--- config.mk ---
export PLATFORM = sky130hd
export DESIGN_NAME = gpio_bus_slave
export DESIGN_NICKNAME = d
export VERILOG_FILES = /design/src/hw/gpio_slave_pkg.sv /design/src/hw/gpio_bus_slave.sv /design/src/hw/read_return.sv /design/src/hw/gpo_reg_bank.sv /design/src/hw/bus_cycle_ctrl.sv
export VERILOG_INCLUDE_DIRS = /design/src /design/src/hw
export SDC_FILE = /design/constraint.sdc
export NUM_CORES = 1
export LEC_CHECK = 0
export ABC_AREA = 1
export BUFFER_PORTS_ARGS = -buffer_cell sky130_fd_sc_hd__buf_2
export CAP_MARGIN = 20
export CORE_AREA = 2 2 243 245
export CTS_CLUSTER_DIAMETER = 150
export DETAILED_ROUTE_END_ITERATION = 6
export DIE_AREA = 0 0 245 247
export GPL_TIMING_DRIVEN = 0
export PLACE_DENSITY = 0.59
export SYNTH_ARGS = -nofsm -noshare
export SYNTH_HDL_FRONTEND = slang
export SYNTH_SLANG_ARGS = --single-unit
--- constraint.sdc ---
create_clock -name BUS_agnt_vi -period 2.5 [get_ports BUS_agnt_vi]
set_input_delay 0.625 -clock BUS_agnt_vi [delete_from_list [all_inputs] [get_ports BUS_agnt_vi]]
set_output_delay 0.625 -clock BUS_agnt_vi [all_outputs]
set_load 0.01 [all_outputs]
--- src/hw/gpio_slave_settings.svh ---
`ifndef GPIO_SLAVE_SETTINGS_SVH
`define GPIO_SLAVE_SETTINGS_SVH

////////////////////////////////////////////////////////////////////////////
// bus and port geometry
////////////////////////////////////////////////////////////////////////////
`define GPIO_DATA_W 32           // bus word
`define GPIO_WORDS 8             // words per gpio port
`define GPIO_SEL_W 3             // word index bits
`define GPIO_PORT_W 256          // GPIO_WORDS x GPIO_DATA_W

////////////////////////////////////////////////////////////////////////////
// address map and wait states
////////////////////////////////////////////////////////////////////////////
// both ranges are eight aligned words
`define GPO_BASE 32'h0100_0000   // output words, read and write
`define GPI_BASE 32'h0100_0020   // input words, read only

`define WR_WAIT 2                // wait states for a write
`define RD_WAIT 3                // wait states for a read

`endif
--- src/hw/gpio_slave_pkg.sv ---
`default_nettype none

`include "gpio_slave_settings.svh"

package gpio_slave_pkg;

	////////////////////////////////////////////////////////////////////////////
	// bus request and response
	////////////////////////////////////////////////////////////////////////////
	// master side, held stable until ready is seen
	typedef struct packed {
		logic                    valid;
		logic                    rnw;        // 1 read, 0 write
		logic [`GPIO_DATA_W-1:0] addr;       // byte address
		logic [`GPIO_DATA_W-1:0] write_data;
	} bus_req_t;

	// slave side, one cycle wide
	typedef struct packed {
		logic                    ready;
		logic                    error;
		logic [`GPIO_DATA_W-1:0] read_data;  // zero on error
	} bus_rsp_t;

	////////////////////////////////////////////////////////////////////////////
	// enums
	////////////////////////////////////////////////////////////////////////////
	// encoding follows rnw
	typedef enum logic {OP_WRITE = 1'b0, OP_READ = 1'b1} bus_op_e;

	// address decode result
	typedef enum logic [1:0] {REG_GPO, REG_GPI, REG_NONE} region_e;

	// bus cycle controller
	typedef enum logic [1:0] {IDLE, WAIT, RESP, RECOVER} ctrl_state_e;

endpackage: gpio_slave_pkg

`default_nettype wire

--- src/hw/gpio_bus_slave.sv ---
`timescale 1ns/1ps
`default_nettype none

`include "gpio_slave_settings.svh"

module gpio_bus_slave (
	input  logic                     BUS_agnt_vi,
	input  logic                     reset,
	input  gpio_slave_pkg::bus_req_t bus_req,
	output gpio_slave_pkg::bus_rsp_t bus_rsp,
	input  logic [`GPIO_PORT_W-1:0]  gp_ip,
	output logic [`GPIO_PORT_W-1:0]  gp_op,
	output logic [`GPIO_WORDS-1:0]   gp_op_valid
);
	import gpio_slave_pkg::*;

	////////////////////////////////////////////////////////////////////////////
	// internal wires
	////////////////////////////////////////////////////////////////////////////
	logic                    wr_stb;
	logic                    rd_stb;
	logic                    err_stb;
	logic [`GPIO_SEL_W-1:0]  word_sel;  // word index of the current access
	region_e                 region;
	logic                    ready;
	logic                    error;
	logic [`GPIO_DATA_W-1:0] read_data;

	////////////////////////////////////////////////////////////////////////////
	// bus cycle controller
	////////////////////////////////////////////////////////////////////////////
	// decode, wait states, ready and error
	bus_cycle_ctrl bus_cycle_ctrl_inst (
		.BUS_agnt_vi (BUS_agnt_vi),
		.reset       (reset),
		.bus_req     (bus_req),
		.wr_stb      (wr_stb),
		.rd_stb      (rd_stb),
		.err_stb     (err_stb),
		.word_sel    (word_sel),
		.region      (region),
		.ready       (ready),
		.error       (error)
	);

	////////////////////////////////////////////////////////////////////////////
	// output registers
	////////////////////////////////////////////////////////////////////////////
	gpo_reg_bank gpo_reg_bank_inst (
		.BUS_agnt_vi (BUS_agnt_vi),
		.reset       (reset),
		.wr_stb      (wr_stb),
		.word_sel    (word_sel),
		.write_data  (bus_req.write_data),  // held by master until ready
		.gp_op       (gp_op),
		.gp_op_valid (gp_op_valid)
	);

	////////////////////////////////////////////////////////////////////////////
	// read path
	////////////////////////////////////////////////////////////////////////////
	read_return read_return_inst (
		.BUS_agnt_vi (BUS_agnt_vi),
		.reset       (reset),
		.rd_stb      (rd_stb),
		.err_stb     (err_stb),
		.region      (region),
		.word_sel    (word_sel),
		.gp_op       (gp_op),              // readback taps the port itself
		.gp_ip       (gp_ip),
		.read_data   (read_data)
	);

	// all three fields change on the same edge
	assign bus_rsp = '{
		ready:     ready,
		error:     error,
		read_data: read_data
	};

endmodule: gpio_bus_slave

`default_nettype wire

--- src/hw/read_return.sv ---
`timescale 1ns/1ps
`default_nettype none

`include "gpio_slave_settings.svh"

module read_return (
	input  logic                     BUS_agnt_vi,
	input  logic                     reset,
	input  logic                     rd_stb,       // capture selected word
	input  logic                     err_stb,      // out of range, return zero
	input  gpio_slave_pkg::region_e  region,
	input  logic [`GPIO_SEL_W-1:0]   word_sel,
	input  logic [`GPIO_PORT_W-1:0]  gp_op,        // readback of the output port
	input  logic [`GPIO_PORT_W-1:0]  gp_ip,
	output logic [`GPIO_DATA_W-1:0]  read_data
);
	import gpio_slave_pkg::*;

	logic [`GPIO_DATA_W-1:0] gpo_word;
	logic [`GPIO_DATA_W-1:0] gpi_word;
	logic [`GPIO_DATA_W-1:0] sel_word;

	////////////////////////////////////////////////////////////////////////////
	// source select
	////////////////////////////////////////////////////////////////////////////
	assign gpo_word = gp_op[word_sel*`GPIO_DATA_W +: `GPIO_DATA_W];
	assign gpi_word = gp_ip[word_sel*`GPIO_DATA_W +: `GPIO_DATA_W];

	always_comb begin
		case (region)
			REG_GPO: sel_word = gpo_word;
			REG_GPI: sel_word = gpi_word;  // sampled at the strobe edge
			default: sel_word = '0;
		endcase
	end

	////////////////////////////////////////////////////////////////////////////
	// read data register
	////////////////////////////////////////////////////////////////////////////
	// updates on the edge that raises ready, holds otherwise
	always_ff @(posedge BUS_agnt_vi) begin
		if (reset) begin
			read_data <= '0;
		end else if (err_stb) begin
			read_data <= '0;               // error wins
		end else if (rd_stb) begin
			read_data <= sel_word;
		end
	end

endmodule: read_return

`default_nettype wire

--- src/hw/gpo_reg_bank.sv ---
`timescale 1ns/1ps
`default_nettype none

`include "gpio_slave_settings.svh"

module gpo_reg_bank (
	input  logic                     BUS_agnt_vi,
	input  logic                     reset,
	input  logic                     wr_stb,       // one cycle pulse from the controller
	input  logic [`GPIO_SEL_W-1:0]   word_sel,
	input  logic [`GPIO_DATA_W-1:0]  write_data,
	output logic [`GPIO_PORT_W-1:0]  gp_op,
	output logic [`GPIO_WORDS-1:0]   gp_op_valid   // per word update pulse
);

	////////////////////////////////////////////////////////////////////////////
	// output word storage
	////////////////////////////////////////////////////////////////////////////
	logic [`GPIO_DATA_W-1:0] gpo_word [`GPIO_WORDS];
	logic [`GPIO_WORDS-1:0]  sel_onehot;

	// one hot on the addressed word
	assign sel_onehot = `GPIO_WORDS'(1) << word_sel;

	// eight words, loaded one at a time
	always_ff @(posedge BUS_agnt_vi) begin
		if (reset) begin
			for (int i = 0; i < `GPIO_WORDS; i++) begin
				gpo_word[i] <= '0;
			end
		end else if (wr_stb) begin
			gpo_word[word_sel] <= write_data;  // other words hold
		end
	end

	////////////////////////////////////////////////////////////////////////////
	// valid pulse
	////////////////////////////////////////////////////////////////////////////
	// high for the single cycle in which the new word appears
	always_ff @(posedge BUS_agnt_vi) begin
		if (reset) begin
			gp_op_valid <= '0;
		end else if (wr_stb) begin
			gp_op_valid <= sel_onehot;
		end else begin
			gp_op_valid <= '0;               // self clearing
		end
	end

	////////////////////////////////////////////////////////////////////////////
	// port packing
	////////////////////////////////////////////////////////////////////////////
	// word 0 sits in the low bits of the port
	for (genvar g = 0; g < `GPIO_WORDS; g++) begin : g_pack
		assign gp_op[g*`GPIO_DATA_W +: `GPIO_DATA_W] = gpo_word[g];
	end

endmodule: gpo_reg_bank

`default_nettype wire

--- src/hw/bus_cycle_ctrl.sv ---
`timescale 1ns/1ps
`default_nettype none

`include "gpio_slave_settings.svh"

module bus_cycle_ctrl (
	input  logic                     BUS_agnt_vi,
	input  logic                     reset,
	input  gpio_slave_pkg::bus_req_t bus_req,
	output logic                     wr_stb,    // gpo word load
	output logic                     rd_stb,    // read data capture
	output logic                     err_stb,   // clear read data
	output logic [`GPIO_SEL_W-1:0]   word_sel,
	output gpio_slave_pkg::region_e  region,
	output logic                     ready,
	output logic                     error
);
	import gpio_slave_pkg::*;

	// counter must hold the larger of the two wait counts
	localparam int MAX_WAIT = (`WR_WAIT > `RD_WAIT) ? `WR_WAIT : `RD_WAIT;
	localparam int CNT_W = $clog2(MAX_WAIT + 1);
	localparam int OFS_W = `GPIO_SEL_W + 2;    // byte offset bits of one range

	ctrl_state_e             state;
	logic [CNT_W-1:0]        wait_cnt;         // remaining wait states
	bus_op_e                 req_op;
	bus_op_e                 op_q;             // op of the accepted request
	region_e                 dec_region;
	logic [`GPIO_SEL_W-1:0]  dec_sel;
	logic [`GPIO_DATA_W-1:0] gpo_ofs;
	logic [`GPIO_DATA_W-1:0] gpi_ofs;
	logic                    last_wait;        // strobe cycle
	logic                    bad_access;

	////////////////////////////////////////////////////////////////////////////
	// address decode
	////////////////////////////////////////////////////////////////////////////
	assign req_op  = bus_op_e'(bus_req.rnw);
	assign gpo_ofs = bus_req.addr - `GPO_BASE;
	assign gpi_ofs = bus_req.addr - `GPI_BASE;

	// full 32 bit compare, unaligned counts as outside
	always_comb begin
		dec_region = REG_NONE;
		dec_sel    = '0;
		if (gpo_ofs[`GPIO_DATA_W-1:OFS_W] == '0 && gpo_ofs[1:0] == 2'b00) begin
			dec_region = REG_GPO;
			dec_sel    = gpo_ofs[OFS_W-1:2];
		end else if (gpi_ofs[`GPIO_DATA_W-1:OFS_W] == '0 && gpi_ofs[1:0] == 2'b00) begin
			dec_region = REG_GPI;
			dec_sel    = gpi_ofs[OFS_W-1:2];
		end
	end

	// address is stable while valid, so take it once at accept
	always_ff @(posedge BUS_agnt_vi) begin
		if (state == IDLE && bus_req.valid) begin
			op_q     <= req_op;
			region   <= dec_region;
			word_sel <= dec_sel;
		end
	end

	////////////////////////////////////////////////////////////////////////////
	// strobes
	////////////////////////////////////////////////////////////////////////////
	assign last_wait = (state == WAIT) && (wait_cnt == '0);

	// writes only land in the gpo range
	assign bad_access = (region == REG_NONE) || (op_q == OP_WRITE && region != REG_GPO);

	assign wr_stb  = last_wait && op_q == OP_WRITE && region == REG_GPO;
	assign rd_stb  = last_wait && op_q == OP_READ && region != REG_NONE;
	assign err_stb = last_wait && bad_access;

	////////////////////////////////////////////////////////////////////////////
	// cycle FSM
	////////////////////////////////////////////////////////////////////////////
	always_ff @(posedge BUS_agnt_vi) begin
		if (reset) begin
			state    <= IDLE;
			wait_cnt <= '0;
			ready    <= 1'b0;
			error    <= 1'b0;
		end else begin
			ready <= 1'b0;                 // single cycle response
			error <= 1'b0;
			case (state)
				IDLE: begin
					if (bus_req.valid) begin
						state <= WAIT;
						// accept edge is the first of the wait-plus-one edges
						if (req_op == OP_WRITE) begin
							wait_cnt <= CNT_W'(`WR_WAIT - 1);
						end else begin
							wait_cnt <= CNT_W'(`RD_WAIT - 1);
						end
					end
				end
				WAIT: begin
					if (last_wait) begin
						state <= RESP;
						ready <= 1'b1;         // same edge as the data update
						error <= bad_access;
					end else begin
						wait_cnt <= wait_cnt - 1'b1;
					end
				end
				RESP: state <= RECOVER;      // ready seen by master here
				RECOVER: state <= IDLE;      // master drops valid meanwhile
				default: state <= IDLE;
			endcase
		end
	end

endmodule: bus_cycle_ctrl

`default_nettype wire

### Word-level counts from Yosys, hierarchy flattened

Memories as Yosys holds them, arrays and structs flattened.
Cells that the tools add are included.

| storage, ports and cells | value |
|---|---|
| bits in registers | 52 |
| input port bits | 324 |
| output and inout bits | 298 |
| memories kept | 1 |
| logic and storage cells | 76 |
| memory bits (writable) | 256 |

| operators by class | value |
|---|---|
| reduce and logical (&&, ||, !) cells | 27 |
| equality and inequality tests | 9 |
| multiplexer cells | 20 |
| shifts and indexed selects | 3 |
| add/subtract/negate cells | 3 |
| bitwise gates (word level) | 4 |

Memories:

| memory | words | width | rd ports | clocked after memory_dff | wr ports | line | text |
|---|---|---|---|---|---|---|---|
| gpo_reg_bank_inst.gpo_word | 8 | 32 | 8 | 0 | 8 | gpo_reg_bank.sv:19 | `` logic [`GPIO_DATA_W-1:0] gpo_word [`GPIO_WORDS]; `` |

Operators by type and width:

| kind | count |
|---|---|
| indexed part select 256 x 9 -> 32 bit | 2 |
| case mux 32 bit (2 select lines) | 1 |
| subtractor 32 x 25 -> 32 bit, second input constant | 2 |
| zero test 27 bit | 2 |
| 2-to-1 mux 32 bit | 1 |
| OR reduction 32 bit | 1 |
| 2-to-1 mux 2 bit | 6 |
| logical AND 1 bit | 10 |
| zero test 2 bit | 5 |
| 2-to-1 mux 3 bit | 3 |
| case mux 2 bit (4 select lines) | 1 |
| left shift 1 x 3 -> 8 bit, first input constant | 1 |
| 2-to-1 mux 1 bit | 7 |
| equality test 2 bit, second input constant | 3 |
| != test 2 bit, second input constant | 3 |
| OR reduction 2 bit | 3 |
| equality test 2 x 1 -> 1 bit, second input constant | 2 |
| NOT 1 bit | 4 |
| case mux 2 bit (2 select lines) | 1 |
| nonzero test 2 bit | 2 |
| AND reduction 3 bit | 1 |
| OR reduction 3 bit | 1 |
| != test 2 x 1 -> 1 bit, second input constant | 1 |
| AND reduction 2 bit | 1 |
| other kinds (2) | 2 |

### Depth between registers and ports, before layout

Gate-level depths: netlist of the first run.

| logic depth | value |
|---|---|
| word-level depth | 9 |
| mapped depth | 14 |
| gate-level depth less buffers | 14 |

### Cells and area by module

A second synthesis of the first run with hierarchy kept.

| second synthesis, totals | value |
|---|---|
| cell total of the unflattened synthesis | 2,089 |
| area total of the unflattened synthesis | 16,754.8 um2 |

By module, submodules not included:

| module | cells an instance | sequential area each (um2) | instances | area each (um2) |
|---|---|---|---|---|
| gpo_reg_bank | 632 | 7,847.5 | 1 | 9,462.8 |
| read_return | 1,232 | 640.6 | 1 | 5,905.7 |
| bus_cycle_ctrl | 223 | 300.3 | 1 | 1,371.3 |
| gpio_bus_slave | 2 | 0.0 | 1 | 15.0 |

### Worst setup path before layout of the first run

No wires, ideal clock.

| timing path | value |
|---|---|
| path kind | input-to-reg |
| start | input reset |
| end | memory gpo_reg_bank_inst.gpo_word[1][0] (netlist bit) (enable) |
| cell stages on the path | 8 |
| required time | 2,111 ps |
| path buffers | 1 |
| slack | 55 ps |
| data arrival time | 2,056 ps |
| setup time | 389 ps |
| cells stage by stage | nor2_1 > nand2_1 > nor2_1 > inv_1 > nor2_1 > inv_2 > clkbuf_1 > nand2_1 |

RTL lines:

| element | line | text |
|---|---|---|
| start: declaration | gpio_bus_slave.sv:8 | `input logic reset,` |
| end: declaration | gpo_reg_bank.sv:19 |  |

### Worst setup path after layout of the first run

| timing path | value |
|---|---|
| start | register bus_cycle_ctrl_inst.region[1] |
| end | register read_return_inst.read_data[26] |

| on the way | value |
|---|---|
| word-level cells in the longest chain between the ends | 5 |
| elaborated cells on any way between the ends | 11 |
| classes of those cells | 3 x eq/ne; 1 x mux; 7 x reduce/logical |

Ends and longest elaborated chain:

| element | line | text |
|---|---|---|
| start: declaration | bus_cycle_ctrl.sv:14 | `output gpio_slave_pkg::region_e region,` |
| start signal: assignment | bus_cycle_ctrl.sv:60 | `region <= dec_region;` |
| nonzero test 2 bit | bus_cycle_ctrl.sv:71 | `assign bad_access = (region == REG_NONE) \|\| (op_q == OP_WRITE && region != REG_GPO);` |
| logical AND 1 bit | bus_cycle_ctrl.sv:71 |  |
| logical OR 1 bit | bus_cycle_ctrl.sv:71 |  |
| logical AND 1 bit | bus_cycle_ctrl.sv:75 | `assign err_stb = last_wait && bad_access;` |
| OR reduction 2 bit (no line) | n/a |  |
| end signal: assignment | read_return.sv:47 | `read_data <= sel_word;` |
| end: declaration | read_return.sv:15 | `` output logic [`GPIO_DATA_W-1:0] read_data `` |

Parallel ways exist; a longest one is shown, timed or not.
A chain may end at the register's enable or synchronous reset.

==> qor.csv, run 1 <==
metric,value,unit
Final Wtd Congestion,0.9307,
Worst Skew,0.01109,ns
final hold violation count,0,
Hold Crit Depth,1,
synth top area cells,"edfxtp_1 (49%), nand2_1 (15%), nand3_1 (8.3%)",
clock group share of total power,37.5,%
IO Pins,622,
Yosys top cell by area,edfxtp_1,
Routed Antenna Nets,0,
Pint,10.01,mW
htree depth,2,
# nets final,2981,
Hold Buf Count CTS,0,
top cell type's share of synthesized area,48.90,%
CTS tree,done,
first-pass GRT wire length,127800,um
met2 WL post-DR,45230,um
Die W,245,um
crit path max fanout,10,
met1 WL,36440,um
Worst Path Arrival,2.84,ns
Worst Reg-to-Reg Cells,11,
core area,58240,um^2
P&R area growth vs syn,36.97,%
"Seq/Total Area, Yosys",54.62,%
drt total wl,96030,um
final setup fails,0,
Reg2Reg Capture Point,read_return_inst.read_data[26],
Avg Inst Size Synth,8.159,um^2
Levels on crit path,11,
clk buf depth,3,
starting density of the core,27.63,%
Crit path largest cell delay,0.47,ns
total gr overflow,0,
Final WS setup,0.1306,ns
type of the tightest min-delay check,primary input to register,
placed wire-length estimate,72120,um
Tmin final,2.369,ns
Pleak,9.881,nW
vias,17680,
VDD IR max,0.3450,mV
Starting DRT DRC Count,1831,
Combinational Power Share,21.9,%
"Critical Path, Cell by Cell","inv_2, nand2_2, inv_2, buf_6, buf_2, nand2_1, nand3_1, nand4_1, a21oi_1, nand2_1, a21oi_1",
sw frac,31.51,%
Die H,247,um
Setup crit end kind,register,
max-slew violation count,0,
largest net degree at the start of global routing,25,
pre-CTS setup slack,-1.123,ns
Post-Syn Instances,1972,
Fmax,0.4221,GHz
synthesis warning total,0,
"most common cell after layout, fill and taps aside",buf_2,
Pre-Repair DR Iteration Count,6,
clk root buf,clkbuf_16,
Power Total,14.62,mW
most frequent cells in the layout,"buf_2 (675), nand2_1 (645), nor2_1 (310), nand3_1 (268), edfxtp_1 (262)",
Worst R2R Setup Slack,0.13,ns
CP Buf/Inv Count,4,
CP Class,register to register,
met3 wire len,9853,um
"Core Util, Final",37.84,%
Worst setup endpoint,read_return_inst.read_data[26],
max_cap viols,0,
sequential share of power,40.6,%
# rows,89,
Highest Signal Layer,met5,
wire length per cell,27.74,um
post-synthesis register bit count,308,
status,"complete, no violations",
CTS Sinks,308,
NetSw,4.606,mW
Clock Latency Late Sink,0.55,ns
Worst-path clk slew,0.06,ns
required time of the critical path,2.97,ns
post-synthesis cell type count,38,
Power per Cell Area,663.3,nW/um^2
Rel. slew slack,40.22,%
cell family with most CP delay,buffers and inverters,
Vias per Instance,5.107,
Slew @ Worst Pin,0.8967,ns
Syn Std Cell Area,16090,um^2
Num CTS Buffers,37,
# DRC,0,
Global Route Usage Sum,30.54,%
Crit-path slowest cell,edfxtp_1,
Critical R2R Launch,bus_cycle_ctrl_inst.region[1],
die area,60520,um^2
Crit. Startpoint,bus_cycle_ctrl_inst.region[1],
Final period util,94.77,%
initial antenna violation count,17,
vias in the first global route,16720,
CP Launch Type,register,
Syn Nets,2302,
IO buf count,621,
layout cells sized above 1,31.90,%
## flip-flops by register name, summed over array words and instances (netlist names)
signal                         count
gpo_reg_bank_inst.gpo_word       256
bus_cycle_ctrl_inst.region         2
bus_cycle_ctrl_inst.wait_cnt       2
gpo_reg_bank_inst.gp_op_valid      8
bus_cycle_ctrl_inst.ready          1
bus_cycle_ctrl_inst.state          2
bus_cycle_ctrl_inst.error          1
bus_cycle_ctrl_inst.op_q           1
bus_cycle_ctrl_inst.word_sel       3
read_return_inst.read_data        32
## power groups by stage
stage	logic, mW	registers (mW)	clock network, mW
4_1_cts	3.16	5.93	5.54
3_5_place_dp	3.09	6.04	0
5_1_grt	3.39	5.95	5.75
2_1_floorplan	1.45	6.05	0
6_report	3.20	5.93	5.49
3_3_place_gp	3.02	6.05	0
## synth_stat cells, drive strengths merged
cell	n
a211oi	1
a21boi	1
a21oi	75
a22o	1
a31oi	1
a41oi	31
buf	94
clkbuf	31
dfxtp	46
edfxtp	262
ha	6
inv	102
nand2	659
nand3	271
nand3b	3
nand4	36
nor2	333
nor3	3
nor3b	1
nor4	1
o21ai	10
o22ai	1
o311ai	1
or2	1
xor2	1
## worst min-delay path by stage
stage / start / to / slack, ns
floorplan: bus_cycle_ctrl_inst.state[1] / bus_cycle_ctrl_inst.state[1] / 0.47
global placement: read_return_inst.read_data[1] / read_return_inst.read_data[1] / 0.45
detailed placement: read_return_inst.read_data[10] / read_return_inst.read_data[10] / 0.45
CTS: bus_req[64] / bus_cycle_ctrl_inst.op_q / 0.24
global route: bus_req[64] / bus_cycle_ctrl_inst.op_q / 0.26
finish: bus_req[64] / bus_cycle_ctrl_inst.op_q / 0.27
## timing repair
item,4_1_cts,5_1_grt
buffers inserted,8,1
resized for setup,64,40
gates cloned,2,1
setup endpoints to repair,363,352
## cells by family (layout without fill, tap and decap cells)
family                   count (synthesis)  in the layout  synth area share [%]
AO/OA/AOI/OAI                          122            122                 4.635
XOR/XNOR                                 1              1               0.05444
adder cells (fa/ha/maj)                  6              6                0.4666
buffers and inverters                  227            932                 6.081
flip-flops                             308            308                 54.62
other                                    0             12                     0
AND/OR/NAND/NOR                       1308           1308                 34.14
## cell type report
type                            count  area [um^2]
Timing Repair Buffer              642         3533
Antenna cell                       12        30.03
Inverter                          102        385.4
Clock buffer                       49        991.0
Sequential cell                   308         8788
Buffer                            123        719.4
Multi-Input combinational cell   1437         6441
Tap cell                          773        967.2
Fill cell                        6207        36200
Clock inverter                     16        182.7
## per-stage QoR
stage / hold slack, ns / instance area, um^2 / TNS, ns / std cells
global route: 0.2601 / 22010 / -0.01518 / 3452
floorplan: 0.4743 / 16090 / 0 / 1972
finish: 0.2692 / 22040 / 0 / 3462
detailed placement: 0.4534 / 20370 / -196.73 / 3375
CTS: 0.2419 / 21910 / 0 / 3449
global placement: 0.4489 / 20170 / -503.96 / 3366
## routing by layer
layer | vias up | global-route usage, %
met4 | 18 | 12.30
li1 | 7939 | -
met3 | 217 | 7.944
met5 | - | 0
met2 | 1145 | 51.51
met1 | 8362 | 37.10
Power figures use the tool's default switching activity.
==> run 2: changes to the inputs <==
CORE_AREA = 2 2 241 243   (was 2 2 243 245)
DIE_AREA = 0 0 243 245   (was 0 0 245 247)
PLACE_DENSITY = 0.61   (was 0.59)
SYNTH_HIERARCHICAL = 1   (was default)
==> qor.csv, run 2 <==
metric,value,unit,change
status,"complete, no violations",,unchanged
Worst Path Arrival,2.98,ns,was 2.84 ns
Vias per Instance,5.462,,was 5.107
required time of the critical path,2.99,ns,was 2.97 ns
Tmin final,2.487,ns,was 2.369 ns
RSZ-0062 raised after global routing,true,,
CTS Sinks,308,,unchanged
IO Pins,622,,unchanged
"count leader, synth",nand2_1,,unchanged
met1 Use GR,41.40,%,was 37.10%
drt total wl,104800,um,was 96030 um
IO buf count,621,,unchanged
type of the tightest min-delay check,primary input to register,,unchanged
Global Route Usage Sum,33.82,%,was 30.54%
most frequent cells in the layout,"buf_2 (677), nand2_1 (575), nand3_1 (531), edfxtp_1 (262), nor3_1 (162)",,"was buf_2 (675), nand2_1 (645), nor2_1 (310), nand3_1 (268), edfxtp_1 (262)"
GRT busiest layer,met2,,unchanged
top flop regs,"gpo_reg_bank_inst/gpo_word x256, read_return_inst/read_data x32, gpo_reg_bank_inst/gp_op_valid x8",,"was gpo_reg_bank_inst.gpo_word x256, read_return_inst.read_data x32, gpo_reg_bank_inst.gp_op_valid x8"
post-synthesis register bit count,308,,unchanged
Worst Skew,0.03786,ns,was 0.01109 ns
P&R area growth vs syn,36.31,%,was 36.97%
Fmax,0.4020,GHz,was 0.4221 GHz
Crit path largest cell delay,0.58,ns,was 0.47 ns
Post-synth top cells,"nand2_1 (580), nand3_1 (535), edfxtp_1 (262)",,"was nand2_1 (654), nor2_1 (316), nand3_1 (268)"
Post-synth ARST share,0,%,unchanged
clk buf depth,3,,unchanged
synth top area cells,"edfxtp_1 (47%), nand3_1 (16%), nand2_1 (13%)",,"was edfxtp_1 (49%), nand2_1 (15%), nand3_1 (8.3%)"
Worst R2R Setup Slack,0.01,ns,was 0.13 ns
vias,19580,,was 17680
CP Buf/Inv Count,3,,was 4
Avg Inst Size Synth,8.020,um^2,was 8.159 um^2
Worst-path clk slew,0.06,ns,about the same
"Most flops, register",gpo_reg_bank_inst/gpo_word,,was gpo_reg_bank_inst.gpo_word
Clock Latency Late Sink,0.58,ns,was 0.55 ns
"most common cell after layout, fill and taps aside",buf_2,,unchanged
die area,59540,um^2,was 60520 um^2
DP Area,21150,um^2,was 20370 um^2
placed wire-length estimate,78130,um,was 72120 um
Combinational Power Share,24.6,%,was 21.9%
GR met2 Demand/Resource,55.08,%,was 51.51%
# DRC,0,,unchanged
sequential share of power,39.6,%,was 40.6%
# nets final,3113,,was 2981
wire length per cell,29.24,um,was 27.74 um
first-pass GRT wire length,141000,um,was 127800 um
Num CTS Buffers,37,,unchanged
Final period util,99.50,%,was 94.77%
# rows,88,,was 89
layout cells sized above 1,30.96,%,was 31.90%
sw frac,34.04,%,was 31.51%
initial antenna violation count,26,,was 17
Syn Std Cell Area,16750,um^2,was 16090 um^2
Die W,243,um,was 245 um
top cell type's share of synthesized area,46.96,%,was 48.90%
VDD IR max,0.4149,mV,was 0.3450 mV
Final Wtd Congestion,0.9379,,was 0.9307
Syn Nets,2420,,was 2302
htree depth,2,,unchanged
"Seq/Total Area, Yosys",52.45,%,was 54.62%
crit path max fanout,10,,unchanged
Routed Antenna Nets,0,,unchanged
FILL cells,6083,,was 6207
max reg flops,256,,unchanged
final hold violation count,0,,unchanged
max-slew violation count,0,,unchanged
Pint,9.883,mW,was 10.01 mW
core area,57030,um^2,was 58240 um^2
vias in the first global route,18470,,was 16720
Pleak,10.08,nW,was 9.881 nW
fin area,22840,um^2,was 22040 um^2
Crit-path slowest cell,clkbuf_1,,was edfxtp_1
total gr overflow,0,,unchanged
max_cap viols,0,,unchanged
Slew @ Worst Pin,1.033,ns,was 0.8967 ns
Post-synth EDFFs,262,,unchanged
CP Launch Type,register,,unchanged
main flop type after synthesis,edfxtp_1,,unchanged
Die H,245,um,was 247 um
"Core Util, Final",40.04,%,was 37.84%
post-synthesis cell type count,29,,was 38
Power per Cell Area,656.0,nW/um^2,was 663.3 nW/um^2
synthesis warning total,6,,was 0
clock group share of total power,35.8,%,was 37.5%
"Critical Path, Cell by Cell","inv_1, ha_1, nand2_2, nor2_1, inv_1, nor2_2, clkbuf_1, nand3_1, a21oi_1",,"was inv_2, nand2_2, inv_2, buf_6, buf_2, nand2_1, nand3_1, nand4_1, a21oi_1, nand2_1, a21oi_1"
hold slack,0.2863,ns,was 0.2692 ns
starting density of the core,29.38,%,was 27.63%
Yosys top cell by area,edfxtp_1,,unchanged
CTS tree,done,,unchanged
largest net degree at the start of global routing,22,,was 25
met3 Usage GRT,10.02,%,was 7.944%
clk root buf,clkbuf_16,,unchanged
final setup fails,0,,unchanged
Setup crit end kind,register,,unchanged
Starting DRT DRC Count,2561,,was 1831
CP dominant cell by count,inv_1,,
cell family with most CP delay,buffers and inverters,,unchanged
Post-Syn Instances,2089,,was 1972
Pre-Repair DR Iteration Count,5,,was 6
CP Class,register to register,,unchanged
NetSw,5.100,mW,was 4.606 mW
Power Total,14.98,mW,was 14.62 mW
Hold Buf Count CTS,0,,unchanged
Rel. slew slack,31.16,%,was 40.22%
==> run 2: cell count changes in the layout (fill, tap and decap cells not counted), sizes merged, moves of 10 or more <==
cell,before,now
nand2,659,588
a21oi,75,38
nand3,271,537
nor3,3,162
clkbuf,93,140
nor2,333,165
buf,717,727
nand4,36,3
a41oi,31,0
==> run 2: routing by layer <==
metal | vias up | share of wire (%)
met5 | - | 0.21
met4 | 36 | 5.1
met3 | 321 | 12
met2 | 1446 | 46
met1 | 9254 | 37
li1 | 8519 | -
==> run 2: through the flow <==
stage / setup TNS, ns / worst slack, ns / instances
finish: 0 / 0.01261 / 3584
global route: -0.08090 / -0.02086 / 3581
CTS: 0 / 0.005337 / 3573
detailed placement: -184.33 / -1.221 / 3488
global placement: -322.38 / -1.414 / 3475
floorplan: 0 / 0.03530 / 2089
==> run 2: worst paths after layout <==
path	start	endpoint	cells past startpoint
max	bus_cycle_ctrl_inst/wait_cnt[0]	read_return_inst/read_data[21]	9
min	bus_req[64]	bus_cycle_ctrl_inst/op_q	1
max reg2reg	bus_cycle_ctrl_inst/wait_cnt[0]	read_return_inst/read_data[21]	9
min reg2reg	read_return_inst/read_data[0]	read_return_inst/read_data[0]	2
==> run 2: layout make-up <==
class	count	area [um^2]	area share, %
plain buffers	163	807.0	3.534
repair buffers	654	3656	16.01
clock inverters	12	106.4	0.4657
multi-input cells	1524	7094	31.06
well taps	765	957.2	4.191
diodes	9	22.52	0.09861
inverters	94	352.8	1.545
flip-flops and latches	308	8788	38.48
clock buffers	55	1054	4.613
==> run 2: cells by family after synthesis <==
| family | share of synthesized area [%] |
|---|---|
| buffers and inverters | 6.325 |
| adder cells (fa/ha/maj) | 0.5227 |
| AND/OR/NAND/NOR | 38.93 |
| XOR/XNOR | 0.1046 |
| AO/OA/AOI/OAI | 1.665 |
| flip-flops | 52.45 |
==> run 2: timing repair <==
item / CTS / global route
gates resized for setup: 55 / 45
cloned: 1 / 0
setup endpoints to repair: 394 / 260
pin swaps: 8 / 3
buffers inserted: 17 / 2
==> run 2: power by group through the flow <==
stage | sequential, mW | clock [mW] | combinational (mW)
final | 5.94 | 5.37 | 3.68
after global routing | 5.95 | 5.60 | 3.82
after global placement | 6.04 | 0 | 3.35
after detailed placement | 6.03 | 0 | 3.44
after CTS | 5.93 | 5.39 | 3.55
after floorplan | 6.04 | 0 | 1.63
